[config.mk]
export PLATFORM = sky130hd
export DESIGN_NAME = prf_init_fsm
export DESIGN_NICKNAME = d
export VERILOG_FILES = /design/src/rtl/ncpu64k_pkg.sv /design/src/rtl/prf_init_fsm.sv
export SDC_FILE = /design/constraint.sdc
export NUM_CORES = 1
export LEC_CHECK = 0
export ABC_AREA = 0
export BUFFER_PORTS_ARGS = -buffer_cell sky130_fd_sc_hd__buf_2
export CAP_MARGIN = 20
export CORE_AREA = 3 3 40 42
export DETAILED_ROUTE_END_ITERATION = 10
export DIE_AREA = 0 0 43 45
export PLACE_DENSITY_LB_ADDON = 0.25
export SYNTH_ARGS = -nofsm -noshare
export SYNTH_HDL_FRONTEND = slang
export SYNTH_SLANG_ARGS = --single-unit
[constraint.sdc]
create_clock -name clk -period 1.6 [get_ports clk]
set_clock_uncertainty 0.15 [all_clocks]
set_input_delay 0.16 -clock clk [delete_from_list [all_inputs] [get_ports clk]]
set_output_delay 0.16 -clock clk [all_outputs]
set_load 0.005 [all_outputs]
[src/rtl/ncpu64k_pkg.sv]
// ********************
// Shared widths and port counts of the
// physical register file subsystem
// Init sequencer state encoding
// ********************

package ncpu64k_pkg;

   // Data word width of one physical register
   localparam int DW = 64;

   // Physical register address width
   localparam int PRF_AW = 6;

   // Number of physical registers
   localparam int PRF_DEPTH = 1 << PRF_AW;

   // Instructions issued per cycle
   localparam int IW = 2;

   // Two source operands per issued instruction
   localparam int NUM_READ = 2 * IW;

   // Write lanes coming from the execution pipes
   // Lane 0 is shared with the LSU and the clearing sequencer
   localparam int CW = 2;

   // Clearing sequencer states
   // INIT_IDLE   one settling cycle after reset
   // INIT_CLEAR  one register zeroed per cycle
   // INIT_DONE   array known zero, normal traffic
   typedef enum logic [1:0]
   {
      INIT_IDLE  = 2'b00,
      INIT_CLEAR = 2'b01,
      INIT_DONE  = 2'b10
   } init_state_t;

endpackage

[src/rtl/prf_init_fsm.sv]
// ********************
// Post-reset clearing sequencer
// State machine, address counter, done flag
// ********************

`timescale 1ns/100ps

module prf_init_fsm
(
   input  logic                           clk,
   input  logic                           rst_n,
   output logic                           clr_we,
   output logic [ncpu64k_pkg::PRF_AW-1:0] clr_addr,
   output logic                           busy,
   output logic                           init_done
);
   import ncpu64k_pkg::*;

   init_state_t state_q;
   init_state_t state_d;

   // Counter at the top register, walk ends this cycle
   logic        last_addr;

   assign last_addr = (clr_addr == PRF_AW'(PRF_DEPTH - 1));

   // Next state
   always_comb
   begin
      state_d = state_q;
      case (state_q)
         // One idle cycle after reset release
         INIT_IDLE:
            state_d = INIT_CLEAR;
         INIT_CLEAR:
         begin
            if (last_addr)
               state_d = INIT_DONE;
         end
         // Stays here until the next reset
         INIT_DONE:
            state_d = INIT_DONE;
         default:
            state_d = INIT_IDLE;
      endcase
   end

   always_ff @(posedge clk)
   begin
      if (!rst_n)
         state_q <= INIT_IDLE;
      else
         state_q <= state_d;
   end

   // Clearing address, one register per cycle
   // Wraps back to 0 after the last one
   always_ff @(posedge clk)
   begin
      if (!rst_n)
         clr_addr <= '0;
      else if (clr_we)
         clr_addr <= clr_addr + 1'b1;
   end

   // Outputs decoded from state
   assign clr_we    = (state_q == INIT_CLEAR);
   // Idle and clearing both block other writers
   assign busy      = (state_q != INIT_DONE);
   assign init_done = (state_q == INIT_DONE);

endmodule

# Yosys cells after proc, flatten, opt, wreduce, memory -nomap -nowiden
# Index checks and enable logic that the tools add are counted.
op_classes:
  add_sub_neg: 1
  n_eq_ne: 5
  n_mux: 2
  n_reduce_logical: 1
ops:
  columns: ["operator", "count"]
  rows:
  - ["6-bit by 1-bit adder with 6-bit output (second input constant)", 1]
  - ["6-bit == test (second input constant)", 1]
  - ["2-bit one-hot mux with 3 select lines", 1]
  - ["2-bit by 1-bit == test with 1-bit output (second input constant)", 1]
  - ["2-bit == test (second input constant)", 1]
  - ["2-bit zero test", 1]
  - ["2-bit two-way mux", 1]
  - ["2-bit by 1-bit inequality test with 1-bit output (second input constant)", 1]
  - ["2-bit inequality test (second input constant)", 1]
word_totals:
  register_bits: 8
  inputBits: 2
  out_inout_bits: 9
  wordCells: 11

# Depth between registers and ports, before layout
logic_depth:
  depth_word: 3
  depth_mapped: 6
  mapped_depth_nobuf: 5

# Worst setup path before layout
# No wires, ideal clock.
synth_timing:
  path_type: "register to register"
  startpoint: "register state_q[1]"
  endpoint: "register state_q[0]"
  arrival_ps: 1169
  path_slack_ps: 149
  stages_incl_launch_ff: 7
  path_buffers: 1
  period_less_slack_ps: 1451
  cell_sequence: "dfxtp_1 > inv_1 > ha_1 > buf_4 > and3b_1 > a41oi_1 > o311ai_1"
synth_between:
  elab_chain_cells: 2
synth_lines:
  columns: ["element", "line_no", "source"]
  rows:
  - ["start, declared", "prf_init_fsm.sv:19", "init_state_t state_q;"]
  - ["start signal, assigned", "prf_init_fsm.sv:53", "state_q <= state_d;"]
  - ["2-bit by 1-bit == test with 1-bit output (*)", null, null]
  - ["via clr_we", "prf_init_fsm.sv:12", "output logic clr_we,"]
  - ["2-bit one-hot mux with 3 select lines / 2-bit by 1-bit inequality test with 1-bit output (equally long branches)", null, null]
# The timed path passes the listed nets; every way through them passes the cells marked *.
# A chain may end at the register's enable or synchronous reset.

# Worst setup path after layout
layout_timing:
  startpoint: "register state_q[1]"
  endpoint: "register clr_addr[5] (netlist bit)"
layout_between:
  elab_chain_cells: 1
layout_lines:
  columns: ["element", "line_no", "source"]
  rows:
  - ["2-bit by 1-bit == test with 1-bit output", "prf_init_fsm.sv:67", "assign clr_we = (state_q == INIT_CLEAR);"]
  - ["end signal, assigned", "prf_init_fsm.sv:63", "clr_addr <= clr_addr + 1'b1;"]
  - ["end, declared", "prf_init_fsm.sv:13", "output logic [ncpu64k_pkg::PRF_AW-1:0] clr_addr,"]
# No other way between the ends.

==> results_tabular.tex <==
\begin{tabular}{lr}
\hline
Metric & Value \\
\hline
\multicolumn{2}{l}{\textbf{Synth}} \\
Flop and latch count out of synthesis & 8 \\
Most common library cells after synthesis & 8 x sky130\_fd\_sc\_hd\_\_dfxtp\_1, 4 x sky130\_fd\_sc\_hd\_\_and2\_1, 4 x sky130\_fd\_sc\_hd\_\_ha\_1, 4 x sky130\_fd\_sc\_hd\_\_nand2\_1 \\
Share of async-settable or async-resettable flops after synthesis & 0\% \\
Number of nets produced by synthesis & 52 \\
Post-synth top area cell & sky130\_fd\_sc\_hd\_\_dfxtp\_1 \\
Cell types occupying the most area after synthesis & sky130\_fd\_sc\_hd\_\_dfxtp\_1 36\%, sky130\_fd\_sc\_hd\_\_ha\_1 11\%, sky130\_fd\_sc\_hd\_\_xnor2\_1 5.9\%, sky130\_fd\_sc\_hd\_\_and2\_1 5.6\%, sky130\_fd\_sc\_hd\_\_nand4\_1 4.2\% \\
Synth warnings & 0 \\
Sequential cell area fraction in the yosys report & 36.2\% \\
Mean post-synth cell area & 9.63 um2 \\
Count of different cell masters after synthesis & 21 \\
Most common cell in the synthesized netlist & sky130\_fd\_sc\_hd\_\_dfxtp\_1 \\
Share of Yosys cell area claimed by the top area cell type & 36.2\% \\
Post-Syn Area & 443 um2 \\
EDFF count, synth & 0 \\
Syn Inst Count & 46 \\
Most common flop cell mapped by yosys & sky130\_fd\_sc\_hd\_\_dfxtp\_1 \\
\multicolumn{2}{l}{\textbf{Floorplanning}} \\
Vert. Die Dim & 45 um \\
Effective utilization at floorplan & 34.5\% \\
Standard-cell rows & 13 \\
Horizontal die dimension & 43 um \\
Core Footprint & 1280 um2 \\
Total die area & 1940 um2 \\
Number of placed I/O pins & 11 \\
\multicolumn{2}{l}{\textbf{STA}} \\
Setup Viol. Count Final & 0 \\
Setup repair after global routing missed its margin & false \\
Setup TNS & 0 ns \\
Fmax & 0.664 GHz \\
Minimum clock period after layout & 1.51 ns \\
Number of max-slew violations in the final report & 0 \\
Measured slew at the worst slew-check pin & 0.229 ns \\
Worst relative slew slack & 84.5\% \\
Tcrit/Tclk final & 94.1\% \\
Final Hold Vio Count & 0 \\
\multicolumn{2}{l}{\textbf{Routing}} \\
Average detailed-routed wire length per instance & 11.5 um \\
Total number of vias & 365 \\
Drt total wl & 850 um \\
Detailed Route Iter0 Violations & 11 \\
Drt via density & 4.93 \\
Number of remaining DRC errors & 0 \\
Number of antenna-violating nets in the routed design & 0 \\
Detailed-router iteration count before antenna repair & 4 \\
\multicolumn{2}{l}{\textbf{Finish}} \\
Area Overhead vs Synth & 22.0\% \\
Antenna cells & 0 \\
Number of nets in the layout & 67 \\
Finished Core Util & 42.1\% \\
Layout cells sized above 1 & 30.5\% \\
\multicolumn{2}{l}{\textbf{Power}} \\
Leakage power & 0.000263 uW \\
Total power density per cell area & 1490 nW/um2 \\
Maximum vdd ir drop & 0.000567 V \\
\multicolumn{2}{l}{\textbf{GRT}} \\
Residual overflow from global routing & 0 \\
Number of global-route vias before repair & 349 \\
Overall track demand over capacity in global routing & 10.8\% \\
Maximum number of pins on one net before global-route repair & 15 \\
Global-route wire length before repair & 1520 um \\
Antenna violations before repair & 0 \\
\multicolumn{2}{l}{\textbf{Critical path}} \\
Element type at the critical path end & register \\
Maximum fanout count along the critical path & 8 \\
Data required time at the worst endpoint & 1.64 ns \\
Worst EP arrival & 1.54 ns \\
Class of the most critical setup path & reg -> reg \\
Nature of the critical path startpoint & register \\
\multicolumn{2}{l}{\textbf{Clock network}} \\
\# H-tree levels & 1 \\
Number of setup buffers added after CTS & 0 \\
Post-CTS sizing & 0 \\
\# hold bufs at CTS & 0 \\
Clock transition time at the flip-flop clock pins of the worst setup and hold paths & 0.06 ns \\
Number of buffers inserted during clock tree synthesis & 3 \\
Max Buffers Root-to-Sink & 2 \\
Clock latency on the worst-skew pair & 0.26 ns \\
CTS tree & built \\
Total clock sinks & 8 \\
Clock Root Buffer & sky130\_fd\_sc\_hd\_\_clkbuf\_4 \\
\multicolumn{2}{l}{\textbf{Outcome}} \\
Status & finished, final reports clean \\
\multicolumn{2}{l}{\textbf{Place}} \\
Detail Placement HPWL & 629 um \\
Count of input and output buffers & 10 \\
Last weighted congestion value of the routability-driven placer & 0.725 \\
\multicolumn{2}{l}{\textbf{Job}} \\
Number of max-cap violations & 0 \\
\multicolumn{2}{l}{\textbf{Min path}} \\
Class of the most critical hold timing path & in -> reg \\
\hline
\end{tabular}
==> report_power, final <==
group / switching [uW] / internal (uW) / total [uW]
Clock: 73.8 / 86.2 / 160
Combinational: 169 / 189 / 358
Sequential: 44.6 / 242 / 286
==> cell families after synthesis <==
family / Yosys count / synth area share [%]
AND/OR/NAND/NOR: 18 / 26.6
buffers and inverters: 5 / 5.08
multiplexers: 1 / 2.26
adder cells (fa/ha/maj): 4 / 11.3
flip-flops: 8 / 36.2
AO/OA/AOI/OAI: 6 / 10.7
XOR/XNOR: 4 / 7.91
==> routing by layer <==
metal	GRT usage (%)	part of all wire [%]	vias to the layer above	routed length (um)
met3	5.18	6.4	2	54
met5	0	0	-	0
met1	13.3	50	164	426
li1	-	-	192	-
met4	7.23	1.2	0	10
met2	15.0	42	7	359
==> per-stage QoR <==
stage	hold slack, ns	std cells	setup slack (ns)	area (um2)	total power, uW
after floorplan	0.179	46	0.149	443	523
after global placement	0.346	71	0.116	515	640
after detailed placement	0.349	71	0.0609	515	640
after CTS	0.113	74	0.0200	538	807
after global routing	0.133	74	0.00437	541	876
final	0.117	74	0.0944	541	804
==> registers in the layout, summed over array words and instances, names as in the netlist <==
| signal | flops |
|---|---|
| state_q | 2 |
| clr_addr | 6 |
==> worst max-delay path, cell delays in order (launching register included) <==
cell	delay, ns
sky130_fd_sc_hd__dfxtp_1	0.33
sky130_fd_sc_hd__inv_1	0.09
sky130_fd_sc_hd__ha_2	0.26
sky130_fd_sc_hd__nand4_2	0.13
sky130_fd_sc_hd__or3_1	0.33
sky130_fd_sc_hd__a21boi_1	0.14
==> path summary, 6_finish.rpt <==
path | from | end | slack [ns] | depth (start not counted)
worst min register to register | clr_addr[5] | clr_addr[5] | 0.35 | 2
worst max register to register | state_q[1] | clr_addr[5] | 0.09 | 5
worst min-delay path | rst_n | clr_addr[1] | 0.12 | 2
worst max-delay path | state_q[1] | clr_addr[5] | 0.09 | 5
==> cell type report <==
cell class / count / area, um2
fill: 137 / 744
multi-input combinational: 33 / 263
sequential: 8 / 160
timing repair buffer: 12 / 65.1
clock buffer: 3 / 22.5
tap: 15 / 18.8
inverter: 3 / 11.3
==> layout by cell type, fill, tap and decap left out, drive strengths merged <==
cell	n
a41oi	2
o311ai	2
and3b	2
buf	12
ha	4
mux2i	1
nand4	4
clkbuf	3
o21ai	1
nand3	1
nor2b	1
and2	4
xor2	1
a21boi	1
nand2	5
xnor2	3
or3	1
dfxtp	8
inv	3
Power figures use the tool's default switching activity.
