==> src/rtl/ncpu64k_pkg.sv <==
// ********************
// Shared widths and port counts of the
// physical register file subsystem
// Init sequencer state encoding
// ********************

package ncpu64k_pkg;

   // Data word width of one physical register
   localparam int DW = 64;

   // Physical register address width
   localparam int PRF_AW = 6;

   // Number of physical registers
   localparam int PRF_DEPTH = 1 << PRF_AW;

   // Instructions issued per cycle
   localparam int IW = 2;

   // Two source operands per issued instruction
   localparam int NUM_READ = 2 * IW;

   // Write lanes coming from the execution pipes
   // Lane 0 is shared with the LSU and the clearing sequencer
   localparam int CW = 2;

   // Clearing sequencer states
   // INIT_IDLE   one settling cycle after reset
   // INIT_CLEAR  one register zeroed per cycle
   // INIT_DONE   array known zero, normal traffic
   typedef enum logic [1:0]
   {
      INIT_IDLE  = 2'b00,
      INIT_CLEAR = 2'b01,
      INIT_DONE  = 2'b10
   } init_state_t;

endpackage

==> src/rtl/wb_arbiter.sv <==
// ********************
// Write-back arbiter
// Clearing, LSU and pipe lane 0 onto array lane 0
// Upper pipe lanes passed through
// ********************

`timescale 1ns/100ps

module wb_arbiter
(
   // Init sequencer
   input  logic                                           busy,
   input  logic                                           clr_we,
   input  logic [ncpu64k_pkg::PRF_AW-1:0]                 clr_addr,

   // Execution pipes
   input  logic [ncpu64k_pkg::CW-1:0]                     wr_we,
   input  logic [ncpu64k_pkg::CW*ncpu64k_pkg::PRF_AW-1:0] wr_addr,
   input  logic [ncpu64k_pkg::CW*ncpu64k_pkg::DW-1:0]     wr_data,

   // LSU, no ready of its own
   input  logic                                           lsu_we,
   input  logic [ncpu64k_pkg::PRF_AW-1:0]                 lsu_addr,
   input  logic [ncpu64k_pkg::DW-1:0]                     lsu_data,

   // Array write lanes
   output logic [ncpu64k_pkg::CW-1:0]                     mem_we,
   output logic [ncpu64k_pkg::CW*ncpu64k_pkg::PRF_AW-1:0] mem_addr,
   output logic [ncpu64k_pkg::CW*ncpu64k_pkg::DW-1:0]     mem_data,

   // Back to the pipes
   output logic [ncpu64k_pkg::CW-1:0]                     wb_ready
);
   import ncpu64k_pkg::*;

   always_comb
   begin
      // Default: every pipe lane straight through
      // Nothing from the pipes while the array is being cleared
      mem_we   = wr_we & {CW{~busy}};
      mem_addr = wr_addr;
      mem_data = wr_data;
      wb_ready = {CW{~busy}};

      // Lane 0 priority: clearing, then LSU, then pipe 0
      if (busy)
      begin
         mem_we[0]             = clr_we;
         mem_addr[0 +: PRF_AW] = clr_addr;
         mem_data[0 +: DW]     = '0;
         wb_ready[0]           = 1'b0;
      end
      else if (lsu_we)
      begin
         // Pipe 0 stalled, holds its request until a free cycle
         mem_we[0]             = 1'b1;
         mem_addr[0 +: PRF_AW] = lsu_addr;
         mem_data[0 +: DW]     = lsu_data;
         wb_ready[0]           = 1'b0;
      end
   end

endmodule

==> config.mk <==
export PLATFORM = sky130hd
export DESIGN_NAME = wb_arbiter
export DESIGN_NICKNAME = d
export VERILOG_FILES = /design/src/rtl/ncpu64k_pkg.sv /design/src/rtl/wb_arbiter.sv
export SDC_FILE = /design/constraint.sdc
export NUM_CORES = 1
export LEC_CHECK = 0
export BUFFER_PORTS_ARGS = -buffer_cell sky130_fd_sc_hd__buf_2
export CELL_PAD_IN_SITES_DETAIL_PLACEMENT = 1
export CELL_PAD_IN_SITES_GLOBAL_PLACEMENT = 2
export CORE_AREA = 2 2 142 144
export DETAILED_ROUTE_END_ITERATION = 10
export DIE_AREA = 0 0 144 146
export GPL_TIMING_DRIVEN = 0
export MAX_ROUTING_LAYER = met4
export PLACE_DENSITY = 0.87
export SYNTH_ARGS = -nofsm -noshare
export SYNTH_HDL_FRONTEND = slang
export SYNTH_SLANG_ARGS = --single-unit
==> constraint.sdc <==
create_clock -name vclk -period 2
set_clock_uncertainty 0.1 [all_clocks]
set_input_delay 0.4 -clock vclk [all_inputs]
set_output_delay 0.4 -clock vclk [all_outputs]
set_load 0.05 [all_outputs]
== Yosys cells after proc, flatten, opt, wreduce, memory -nomap -nowiden ==
Cells that the tools add are included.

* Memories: 0
* Bits in read-only memories: 0
* Latch bits: 0
* Register bits after elaboration: 0
* Word-level logic and storage cells: 10
* RAM bits: 0

* Divide/modulo/power cells: 0
* Shift operators: 0
* Reductions and logical operators: 0
* $add $sub $neg: 0
* Bitwise logic cells: 2
* $lt $le $gt $ge: 0
* Mux-type cells: 8
* Multipliers: 0
* Eq/ne operators: 0

{| class="wikitable"
|+ Operators with widths
! kind !! count
|-
| $mux W64 || 2
|-
| $mux W6 || 2
|-
| $mux W1 || 4
|-
| $and A2 B2 Y2 || 1
|-
| $not A1 Y1 || 1
|}

== Depth between registers and ports, before layout ==
Gate-level depths: netlist (run 1).

* Word-level depth: 4
* Gate-level depth with buffers: 4

== Worst setup path after synthesis (run 1) ==
No wires, ideal clock.

* Path kind: in2out
* Start point: input port lsu_we
* End point: output port mem_addr[0] (netlist name)
* Slack: -0.009 ns
* Buffers on the path: 2
* Required time: 1.500 ns
* Stages: 4
* Data arrival time: 1.509 ns
* Cells stage by stage: buf_6 buf_12 mux2i_1 o21ai_1

* Word-level cells in the longest chain between the ends: 2

{| class="wikitable"
|+ RTL lines
! item !! RTL line !! RTL
|-
| start: declaration || wb_arbiter.sv:22 || <nowiki>input logic lsu_we,</nowiki>
|-
| $mux W6 || wb_arbiter.sv:53 || <nowiki>else if (lsu_we)</nowiki>
|-
| $mux W6 || wb_arbiter.sv:46 || <nowiki>if (busy)</nowiki>
|-
| end: declaration || wb_arbiter.sv:28 || <nowiki>output logic [ncpu64k_pkg::CW*ncpu64k_pkg::PRF_AW-1:0] mem_addr,</nowiki>
|}

Every way passes these cells.

== Worst setup path in the final report (run 1) ==
* Start point: input port lsu_we
* End point: output port mem_data[43] (netlist name)

* Word-level cells in the longest chain between the ends: 2

{| class="wikitable"
|+ RTL lines
! item !! RTL line !! RTL
|-
| $mux W64 || wb_arbiter.sv:53 ||
|-
| $mux W64 || wb_arbiter.sv:46 ||
|-
| end: declaration || wb_arbiter.sv:29 || <nowiki>output logic [ncpu64k_pkg::CW*ncpu64k_pkg::DW-1:0] mem_data,</nowiki>
|}

Every way passes these cells.

==> results of run 1 <==
worst max-delay path by stage:
stage           start           end  slack (ns)  depth (start not counted)
2_1_floorplan  lsu_we     mem_we[0]        0.04                          4
3_3_place_gp     busy  mem_data[29]       -0.08                          4
3_5_place_dp     busy  mem_data[43]       -0.06                          4
4_1_cts        lsu_we  mem_data[43]        0.10                          5
5_1_grt          busy  mem_data[47]        0.06                          4
6_report       lsu_we  mem_data[43]        0.14                          5
layout by cell type (no fill, tap or decap), drive strengths merged:
| cell | count |
|---|---|
| inv | 1 |
| mux2i | 70 |
| clkbuf | 5 |
| buf | 375 |
| nor2b | 1 |
| nand2 | 7 |
| o21ai | 7 |
| nor2 | 66 |
stage by stage:
step           area, µm²  util (%)  cells
2_1_floorplan       1720         -    239
3_3_place_gp        3520      18.2    797
3_5_place_dp        3520      18.2    797
4_1_cts             3530      18.2    797
5_1_grt             3530      18.2    797
6_report            3530      18.2    797
cell type report:
| cell class | count | area (µm²) |
|---|---|---|
| Inverter | 1 | 3.75 |
| Buffer | 87 | 696 |
| Tap cell | 265 | 332 |
| Multi-Input combinational cell | 151 | 1030 |
| Fill cell | 2491 | 15800 |
| Timing Repair Buffer | 293 | 1470 |
per-layer routing:
layer	vias up	track usage [%]
met4	0	0
met2	178	17.4
li1	1300	-
met5	-	-
met1	1210	9.42
met3	0	0.658
critical path, cell delays in order:
cell	delay, ns
buf_6	0.20
buf_8	0.19
mux2i_1	0.08
nor2_1	0.17
buf_2	0.30
report_power, final:
| part | switching, µW | total (µW) | leakage (µW) | internal, µW |
|---|---|---|---|---|
| Clock | 0 | 0 | 0 | 0 |
| Combinational | 884 | 1300 | 0.00222 | 419 |
| Sequential | 0 | 0 | 0 | 0 |
cells by family (layout without fill, tap and decap cells):
| family | after synthesis | after routing | share of synthesized area, % |
|---|---|---|---|
| buffers and inverters | 88 | 381 | 40.4 |
| and+or+nand+nor | 74 | 74 | 16.4 |
| muxes | 70 | 70 | 41.1 |
| AOI/OAI and AO/OA | 7 | 7 | 2.05 |
==> flow_summary_export.csv, run 1 <==
group,metric,value,unit
floorplanning,dieWidth,144,µm
worst_setup_path,critPathKind,"in2out",
timing,setup_tns,0,ns
yosys,yosysWarnings,0,
run_status,status,"complete, no violations",
worst_setup_path,end_kind,"primary output",
routing,wl_met3,807,µm
yosys,synthTopCellsByCount,"70 x buf_4, 70 x mux2i_1, 66 x nor2_1",
worst_setup_path,cp.required,1.50,ns
routing,drt-met1-wl,3650,µm
timing,relSlewSlack,70.1,%
floorplanning,die_h,146,µm
routing,drc,0,
layout,drive_gt1_share,72.0,%
layout,seq_area,0,µm²
global_route,grt_overflow,0,
layout,diodes,0,
timing,rsz0062_at_grt,"false",
yosys,yosys-top-cells-area,"mux2i_1 41%, buf_4 31%, nor2_1 15%",
routing,wire_per_inst,12.5,µm
timing,timing_hold_violations_final,0,
yosys,synth.avg_cell_area,7.14,µm²
routing,firstDrtPassIters,4,
yosys,netlist-cell-type-count,12,
floorplanning,core,19300,µm²
worst_setup_path,worstPathArrival,1.36,ns
floorplanning,ioPinCount,365,
layout,clkbuf_count,0,
yosys,synthDominantCellAreaShare,41.1,%
hold_path,worstHoldPathCells,2,
timing,slew_violations,0,
worst_setup_path,cp_max_fo,10,
clock_tree,post_cts_buffers,0,
timing,setup_viol,0,
yosys,yosys.area.top_type,"mux2i_1",
clock_tree,cts_resized,6,
placed_design,dp_hpwl,9180,µm
power_and_ir_drop,p_per_area,369,nW/µm²
clock_tree,holdBufCountCts,0,
timing,worst_slack,0.141,ns
routing,viasPerCell,3.37,
placed_design,place.gp.congestion,0.745,
timing,fin_worst_hold_slack,1.00,ns
global_route,grt_pass1_vias,2701,
routing,wirelength,9980,µm
hold_path,hold_class,"in2out",
worst_setup_path,startpoint_type,"primary input",
floorplanning,initial_core_util,8.82,%
floorplanning,dieArea,21000,µm²
floorplanning,num_rows,51,
global_route,grt_first_pass_wirelength,14000,µm
layout,syn_to_final_growth,107,%
yosys,synthesis.area,1710,µm²
routing,vias,2688,
routing,routed.top_layer,"met3",
global_route,antenna_found_initial,0,
placed_design,place_ws,-0.0616,ns
yosys,netlist_instances,239,
layout,nets,755,
routing,final_antenna_net_count,0,
global_route,grt_max_degree,11,
hold_path,worst_hold_startpoint,"wr_data[86]",
flow_run,max-cap-violations,0,
timing,fin_crit,1.86,ns
power_and_ir_drop,finalPower,1300,µW
yosys,yosysSeqAreaShare,0,%
routing,drt-initial-drc-count,61,
power_and_ir_drop,ir_drop,0.108,mV
hold_path,holdPathEnd,"mem_data[86]",
routing,met2_length,5520,µm
placed_design,port_buffers,293,
timing,max_freq,0.538,GHz
layout,design.seq.count,0,
global_route,track_usage,8.55,%
timing,post-route-period-util,92.9,%
yosys,mappedNetlistNets,460,
power_and_ir_drop,p_leak,0.00222,µW
timing,tightest_slew,0.449,ns
Power figures use the tool's default switching activity.
==> run 2, diff against run 1 <==
--- a/config.mk
+++ b/config.mk
@@ -7,13 +7,13 @@
 export LEC_CHECK = 0
 export BUFFER_PORTS_ARGS = -buffer_cell sky130_fd_sc_hd__buf_2
 export CELL_PAD_IN_SITES_DETAIL_PLACEMENT = 1
-export CELL_PAD_IN_SITES_GLOBAL_PLACEMENT = 2
-export CORE_AREA = 2 2 142 144
+export CELL_PAD_IN_SITES_GLOBAL_PLACEMENT = 1
+export CORE_AREA = 2 2 143 145
 export DETAILED_ROUTE_END_ITERATION = 10
-export DIE_AREA = 0 0 144 146
+export DIE_AREA = 0 0 145 147
 export GPL_TIMING_DRIVEN = 0
 export MAX_ROUTING_LAYER = met4
-export PLACE_DENSITY = 0.87
+export PLACE_DENSITY_LB_ADDON = 0.1
 export SYNTH_ARGS = -nofsm -noshare
 export SYNTH_HDL_FRONTEND = slang
 export SYNTH_SLANG_ARGS = --single-unit
==> flow_summary_export.csv, run 2 (synthesized netlist as in run 1, its figures left out) <==
group,metric,value,unit
layout,drive_gt1_share,72.2,%
worst_setup_path,crit_path_cell_trace,"buf_2 > clkbuf_4 > nand2_1 > o21ai_1 > buf_2",
global_route,grt_pass1_vias,2745,
timing,fin_worst_hold_slack,1.00,ns
clock_tree,post_cts_buffers,0,
routing,final_antenna_net_count,0,
worst_setup_path,cp.required,1.50,ns
run_status,status,"complete, no violations",
timing,rsz0062_at_grt,"false",
layout,design.seq.count,0,
routing,routed.top_layer,"met3",
routing,wire_per_inst,12.1,µm
hold_path,hold_class,"in2out",
global_route,grt_max_degree,11,
floorplanning,die_h,147,µm
floorplanning,initial_core_util,8.59,%
layout,final_cell_mix,"295 x buf_2, 70 x mux2i_1, 70 x buf_4",
routing,wl_met3,808,µm
floorplanning,num_rows,52,
global_route,track_usage,8.37,%
global_route,antenna_found_initial,0,
routing,met2_length,5580,µm
routing,drc,0,
timing,timing_hold_violations_final,0,
layout,clkbuf_count,0,
layout,seq_area,0,µm²
floorplanning,ioPinCount,365,
timing,post-route-period-util,94.1,%
placed_design,placed_cell_area,3520,µm²
worst_setup_path,worstPathArrival,1.38,ns
flow_run,max-cap-violations,0,
layout,nets,755,
routing,wirelength,9690,µm
placed_design,place.gp.congestion,0.739,
layout,n_fill_cell,2517,
placed_design,port_buffers,293,
power_and_ir_drop,p_leak,0.00222,µW
timing,setup_tns,0,ns
power_and_ir_drop,p_per_area,365,nW/µm²
layout,multi_input_area,1030,µm²
global_route,grt_first_pass_wirelength,14500,µm
layout,final_area,3540,µm²
floorplanning,core,19800,µm²
routing,vias,2671,
floorplanning,dieWidth,145,µm
worst_setup_path,slowest_stage,"clkbuf_4",
clock_tree,holdBufCountCts,0,
layout,final_common_cell,"buf_2",
layout,fin_util,17.8,%
timing,relSlewSlack,81.6,%
timing,tightest_slew,0.276,ns
routing,drt-met1-wl,3300,µm
layout,diodes,0,
routing,firstDrtPassIters,2,
timing,fin_crit,1.88,ns
worst_setup_path,critPathKind,"in2out",
worst_setup_path,startpoint_type,"primary input",
timing,max_freq,0.531,GHz
clock_tree,cts_resized,0,
routing,viasPerCell,3.33,
global_route,grt_overflow,0,
power_and_ir_drop,ir_drop,0.107,mV
placed_design,dp_hpwl,8710,µm
timing,slew_violations,0,
routing,drt-initial-drc-count,31,
worst_setup_path,slowest_delay,0.30,ns
worst_setup_path,cp_max_fo,10,
layout,syn_to_final_growth,107,%
power_and_ir_drop,finalPower,1290,µW
floorplanning,dieArea,21300,µm²
worst_setup_path,end_kind,"primary output",
worst_setup_path,cp_common_cell,"buf_2",
timing,setup_viol,0,
## run 2: cell types whose count changed in the layout (fill, tap and decap cells not counted)
cell,delta
buf_4,-2
clkbuf_1,-1
clkbuf_2,+1
clkbuf_4,+2
## run 2: worst paths after layout
path	startpoint	endpoint	slack, ns	cells past startpoint
min	wr_data[126]	mem_data[126]	1.00	2
max	busy	mem_addr[4]	0.12	5
## run 2: critical path, delay by kind of cell
kind	cells	cell delay (ns)
compound gates	1	0.07
simple gates	1	0.07
buf+inv	3	0.84
## run 2: power breakdown
group	leakage, µW	total [µW]	switching (µW)	internal [µW]
clock network	0	0	0	0
logic	0.00222	1290	873	419
registers	0	0	0	0
## run 2: routing by layer
metal | track usage (%) | up-vias
li1 | - | 1298
met1 | 8.63 | 1195
met2 | 17.5 | 178
met3 | 1.34 | 0
met4 | 0 | 0
met5 | - | -
## run 2: through the flow
step,std cells,setup WS [ns]
after floorplan,239,0.0359
after global placement,802,0.0200
after detailed placement,802,0.0118
after CTS,802,0.00925
after global routing,802,0.0189
final,802,0.118
## run 2: final cells by class
type,count,share of cell area [%]
Timing Repair Buffer,293,41.5
Multi-Input combinational cell,151,29.2
Inverter,1,0.106
Tap cell,270,9.55
Buffer,87,19.7
